<file path="src/hdl/wb_params.svh">
`ifndef WB_PARAMS_SVH
`define WB_PARAMS_SVH

// Bus geometry shared by the package and the SRAM slave

// Word address width, one address per data word
`define WB_ADDR_W 8

// Data bus width
`define WB_DATA_W 32

// Number of SRAM words behind the slave
// Must not exceed 2**WB_ADDR_W
`define WB_MEM_DEPTH 256

`endif

</file>
<file path="src/hdl/wb_pkg.sv">
`default_nettype none

`include "wb_params.svh"

package wb_pkg;

  // Plain vectors for the widths that carry a meaning
  typedef logic [`WB_ADDR_W-1:0] wb_addr_t;  // Word address
  typedef logic [`WB_DATA_W-1:0] wb_data_t;  // Data word

  // Owner of the shared bus, encoding kept from the reference arbiter
  typedef enum logic [1:0] {
    PRIOR_MASTER = 2'b00,  // Master 0, highest priority
    MASTER_2     = 2'b01,  // Master 1
    MASTER_3     = 2'b10,  // Master 2, lowest priority
    NO_MASTER    = 2'b11   // Bus idle
  } master_sel_t;

  // Master to slave request fields
  typedef struct packed {
    logic     cyc;  // Bus cycle in progress
    logic     stb;  // Request strobe
    logic     we;   // Write enable
    wb_addr_t adr;
    wb_data_t dat;  // Write data
  } wb_req_t;

  // Slave to master response fields
  typedef struct packed {
    logic     ack;    // One per accepted request
    logic     stall;  // Request not taken this cycle
    wb_data_t dat;    // Read data, valid with ack
  } wb_rsp_t;

endpackage

`default_nettype wire

</file>
<file path="src/hdl/wb_priority_arbiter.sv">
`timescale 1ns/1ps
`default_nettype none

module wb_priority_arbiter
  import wb_pkg::*;
(
  input  wire          clk,
  input  wire          rst,
  // Master side
  input  wire wb_req_t m0_req_i,  // Highest priority
  input  wire wb_req_t m1_req_i,
  input  wire wb_req_t m2_req_i,  // Lowest priority
  output wb_rsp_t      m0_rsp_o,
  output wb_rsp_t      m1_rsp_o,
  output wb_rsp_t      m2_rsp_o,
  // Slave side
  output wb_req_t      s_req_o,
  input  wire wb_rsp_t s_rsp_i
);

  localparam int NUM_MASTERS = 3;

  master_sel_t             grant_q;   // Current bus owner
  master_sel_t             grant_d;
  logic [NUM_MASTERS-1:0]  cyc_vec;   // Pending cycles, bit 0 is master 0
  logic                    owner_busy;
  wb_rsp_t                 m_rsp [NUM_MASTERS];

  assign cyc_vec = {m2_req_i.cyc, m1_req_i.cyc, m0_req_i.cyc};

  // Owner still inside its bus cycle
  always_comb begin
    case (grant_q)
      PRIOR_MASTER: owner_busy = cyc_vec[0];
      MASTER_2:     owner_busy = cyc_vec[1];
      MASTER_3:     owner_busy = cyc_vec[2];
      default:      owner_busy = 1'b0;
    endcase
  end

  // Next owner by fixed priority, no preemption
  always_comb begin
    if (owner_busy) begin
      grant_d = grant_q;  // Hold until the owner drops cyc
    end else if (cyc_vec[0]) begin
      grant_d = PRIOR_MASTER;
    end else if (cyc_vec[1]) begin
      grant_d = MASTER_2;
    end else if (cyc_vec[2]) begin
      grant_d = MASTER_3;
    end else begin
      grant_d = NO_MASTER;
    end
  end

  always_ff @(posedge clk or posedge rst) begin
    if (rst) begin
      grant_q <= NO_MASTER;
    end else begin
      grant_q <= grant_d;
    end
  end

  // Only the owner's request reaches the slave
  always_comb begin
    case (grant_q)
      PRIOR_MASTER: s_req_o = m0_req_i;
      MASTER_2:     s_req_o = m1_req_i;
      MASTER_3:     s_req_o = m2_req_i;
      default:      s_req_o = '0;  // Idle bus
    endcase
  end

  // Response steering
  // Read data goes to everyone, ack and stall follow the grant
  for (genvar i = 0; i < NUM_MASTERS; i++) begin : g_rsp
    logic owned;

    assign owned = (grant_q == master_sel_t'(i));

    assign m_rsp[i] = '{
      ack:   owned & s_rsp_i.ack,
      stall: owned ? s_rsp_i.stall : 1'b1,  // Others wait
      dat:   s_rsp_i.dat
    };
  end

  assign m0_rsp_o = m_rsp[0];
  assign m1_rsp_o = m_rsp[1];
  assign m2_rsp_o = m_rsp[2];

endmodule

`default_nettype wire

</file>
<file path="config.mk">
export PLATFORM = sky130hd
export DESIGN_NAME = wb_priority_arbiter
export DESIGN_NICKNAME = d
export VERILOG_FILES = /design/src/hdl/wb_pkg.sv /design/src/hdl/wb_priority_arbiter.sv
export VERILOG_INCLUDE_DIRS = /design/src /design/src/hdl
export SDC_FILE = /design/constraint.sdc
export NUM_CORES = 1
export LEC_CHECK = 0
export BUFFER_PORTS_ARGS = -buffer_cell sky130_fd_sc_hd__buf_4
export CAP_MARGIN = 10
export CORE_AREA = 5 5 117 119
export DETAILED_ROUTE_END_ITERATION = 6
export DIE_AREA = 0 0 122 124
export MAX_ROUTING_LAYER = met4
export PLACE_DENSITY_LB_ADDON = 0.25
export SYNTH_ARGS = -nofsm -noshare
export SYNTH_HDL_FRONTEND = slang
export SYNTH_SLANG_ARGS = --single-unit
</file>
<file path="constraint.sdc">
create_clock -name clk -period 1.6 [get_ports clk]
set_clock_uncertainty 0.05 [all_clocks]
set_input_delay 0.24 -clock clk [delete_from_list [all_inputs] [get_ports clk]]
set_output_delay 0.24 -clock clk [all_outputs]
set_load 0.02 [all_outputs]
</file>
==> reports/results.txt <==
H-tree depth -> 1
max reg flops -> 2
Cell Pwr Density -> 590 mW/mm^2
area added between synthesis and finish -> 93.4%
Top reg by flops -> grant_q
CTS tree -> built
row cnt -> 41
drt drc -> 0
Syn Inst Count -> 217
Peak Freq -> 533 MHz
Worst setup SP type -> register
post-synthesis register bit count -> 2
die area -> 0.0151 mm^2
reg2reg setup slack -> 0.17 ns
combinational share of power -> 78.3%
register area share after synthesis -> 2.93%
biggest regs -> grant_q x2
Final Slew Violations -> 0
root buffer cell -> clkbuf_16
final hold violations -> 0
Crit path required time -> 1.31 ns
Sw Share -> 38.1%
vias per cell -> 3.98
Starting Density -> 14.4%
slew margin rel. -> 85.5%
IO Port Bufs -> 181
post-synth top area cell -> buf_4
DRT antenna net count -> 0
commonest cells after routing, fill and taps aside -> buf_4 (160), buf_6 (29), mux2i_1 (26), o2bb2ai_2 (22), o2bb2ai_1 (18)
commonest non-fill, non-tap cell in the layout -> buf_4
WL/cell -> 19.3 um
Max Buffers Root-to-Sink -> 2
max-cap violations -> 0
CP Class -> reg -> out
Post-synth EDFFs -> 0
Tcrit/Tclk final -> 117%
final non-filler cell area -> 0.00347 mm^2
Num CTS Buffers -> 3
Leakage Power -> 1.59 nW
via count -> 1,932
unrepaired setup endpoints after global routing -> yes
failing checks -> negative setup slack
clock group share of total power -> 18.3%
Netlist Area Pre-Place -> 0.00180 mm^2
Worst Hold Class -> in -> reg
clk sinks -> 2
Worst Path Arrival -> 1.59 ns
# IOs -> 310
clk slew on worst S/H paths -> 0.03 ns
ys async rst share -> 100%
largest net degree at the start of global routing -> 25
Post-Syn Nets -> 382
setup ws final -> -0.278 ns
Routed Wire Length -> 9.39 mm
drt first pass iters -> 2
Avg Inst Size Synth -> 8.27 um^2
Critical Path End Type -> output port
initial antenna violation count -> 0
crit path time final -> 1.88 ns
Sequential Power Share -> 3.4%
post-synthesis cell type count -> 22
area of the multi-input gates -> 0.00125 mm^2
worst-path maximum fanout -> 8
# setup viols final -> 49
Core Footprint -> 0.0125 mm^2
Post-DP Area -> 0.00261 mm^2
Total Power -> 0.00205 W
grt total ovfl -> 0
Int Power -> 0.00127 W
GRT Total Usage -> 10.5%
register area -> 52.6 um^2
vias in the first global route -> 2,056
antenna fix cells -> 0
Max IR drop VDD -> 0.000365 V
status -> finished with violations
filler instances -> 1,324
detailed placement HPWL -> 6.11 mm
Switching Power -> 0.000780 W
RD Place Congestion -> 0.674
initial drt markers -> 24
synthesis warning total -> 0
Die Width -> 122 um
share of cells above drive strength 1 -> 81.8%
Worst Max-Slew Pin Slew -> 0.213 ns
top-area cell type share of the netlist area -> 43.5%
Final nets -> 481
top cells by area, synth -> buf_4 (43%), mux2i_1 (24%), o2bb2ai_1 (20%)
Die Ht -> 124 um
Clock Latency Late Sink -> 0.22 ns
predominant post-synthesis flop cell -> dfstp_2
first-pass GRT wire length -> 11.7 mm
[final cells by class]
class	count	area share (%)
inverters	3	0.324
repair buffers	204	53.7
flip-flops and latches	2	1.51
well taps	172	6.20
multi-input cells	102	36.1
clock buffers	3	2.16
[synthesized netlist by cell type, drive strengths merged (2+ instances only)]
cell type  count
nand2b         2
mux2i         43
inv            3
o2bb2ai       42
buf          113
dfstp          2
o21ai          2
[repair_timing]
| item | CTS | global route |
|---|---|---|
| hold buffers | 1 | 0 |
| endpoints found under the setup margin | 50 | 49 |
| gates resized for setup | 32 | 62 |
| pin swaps | 1 | 24 |
| setup buffers | 12 | 0 |
| gates cloned | 6 | 3 |
| hold endpoints to repair | 2 | 0 |
[path summary, 6_finish.rpt]
path,start,to,depth (start not counted)
max in group asynchronous,rst,grant_q[1]$_DFFE_PP1N_,3
min reg2reg,grant_q[1]$_DFFE_PP1N_,grant_q[1]$_DFFE_PP1N_,3
max,grant_q[0]$_DFFE_PP1N_,s_req_o[1],5
max reg2reg,grant_q[0]$_DFFE_PP1N_,grant_q[0]$_DFFE_PP1N_,5
min,m0_req_i[42],grant_q[1]$_DFFE_PP1N_,2
min in group asynchronous,rst,grant_q[0]$_DFFE_PP1N_,3
[metal layers]
metal / track usage (%) / vias to the layer above / share of wire (%)
li1: - / 880 / -
met1: 9.19 / 868 / 31
met2: 20.9 / 161 / 54
met3: 4.22 / 23 / 14
met4: 2.38 / 0 / 1.6
met5: - / - / 0
[power by group through the flow]
stage	Sequential, W	Combinational, W	Clock [W]
2_1_floorplan	0.0000622	0.000955	0
3_3_place_gp	0.0000647	0.00115	0
3_5_place_dp	0.0000646	0.00116	0
4_1_cts	0.0000679	0.00138	0.000381
5_1_grt	0.0000706	0.00169	0.000388
6_report	0.0000691	0.00160	0.000375
[cells by family (layout without fill, tap and decap cells)]
group	Yosys count	in the layout	share of synthesized area, %
muxes	43	43	24.0
buffers and inverters	116	210	47.6
and+or+nand+nor	11	14	3.90
DFF	2	2	2.93
AOI/OAI and AO/OA	45	45	21.6
[stage by stage]
stage / TNS (ns) / hold slack [ns] / std cells / util [%] / setup slack, ns
after detailed placement: -23.68 / 0.225 / 461 / 21.0 / -0.553
after global routing: -13.46 / 0.193 / 486 / 27.9 / -0.333
final: -10.76 / 0.163 / 486 / 27.9 / -0.278
after CTS: -11.12 / 0.157 / 483 / 24.6 / -0.270
after global placement: -23.05 / 0.222 / 461 / 21.0 / -0.541
after floorplan: 0 / 0.102 / 217 / - / 0.0185
[critical path, cell delays in order (launching register included)]
cell	delay (ns)
dfstp_2	0.54
buf_12	0.15
clkbuf_16	0.19
mux2i_1	0.24
o2bb2ai_2	0.10
buf_6	0.13
Power figures use the tool's default switching activity.
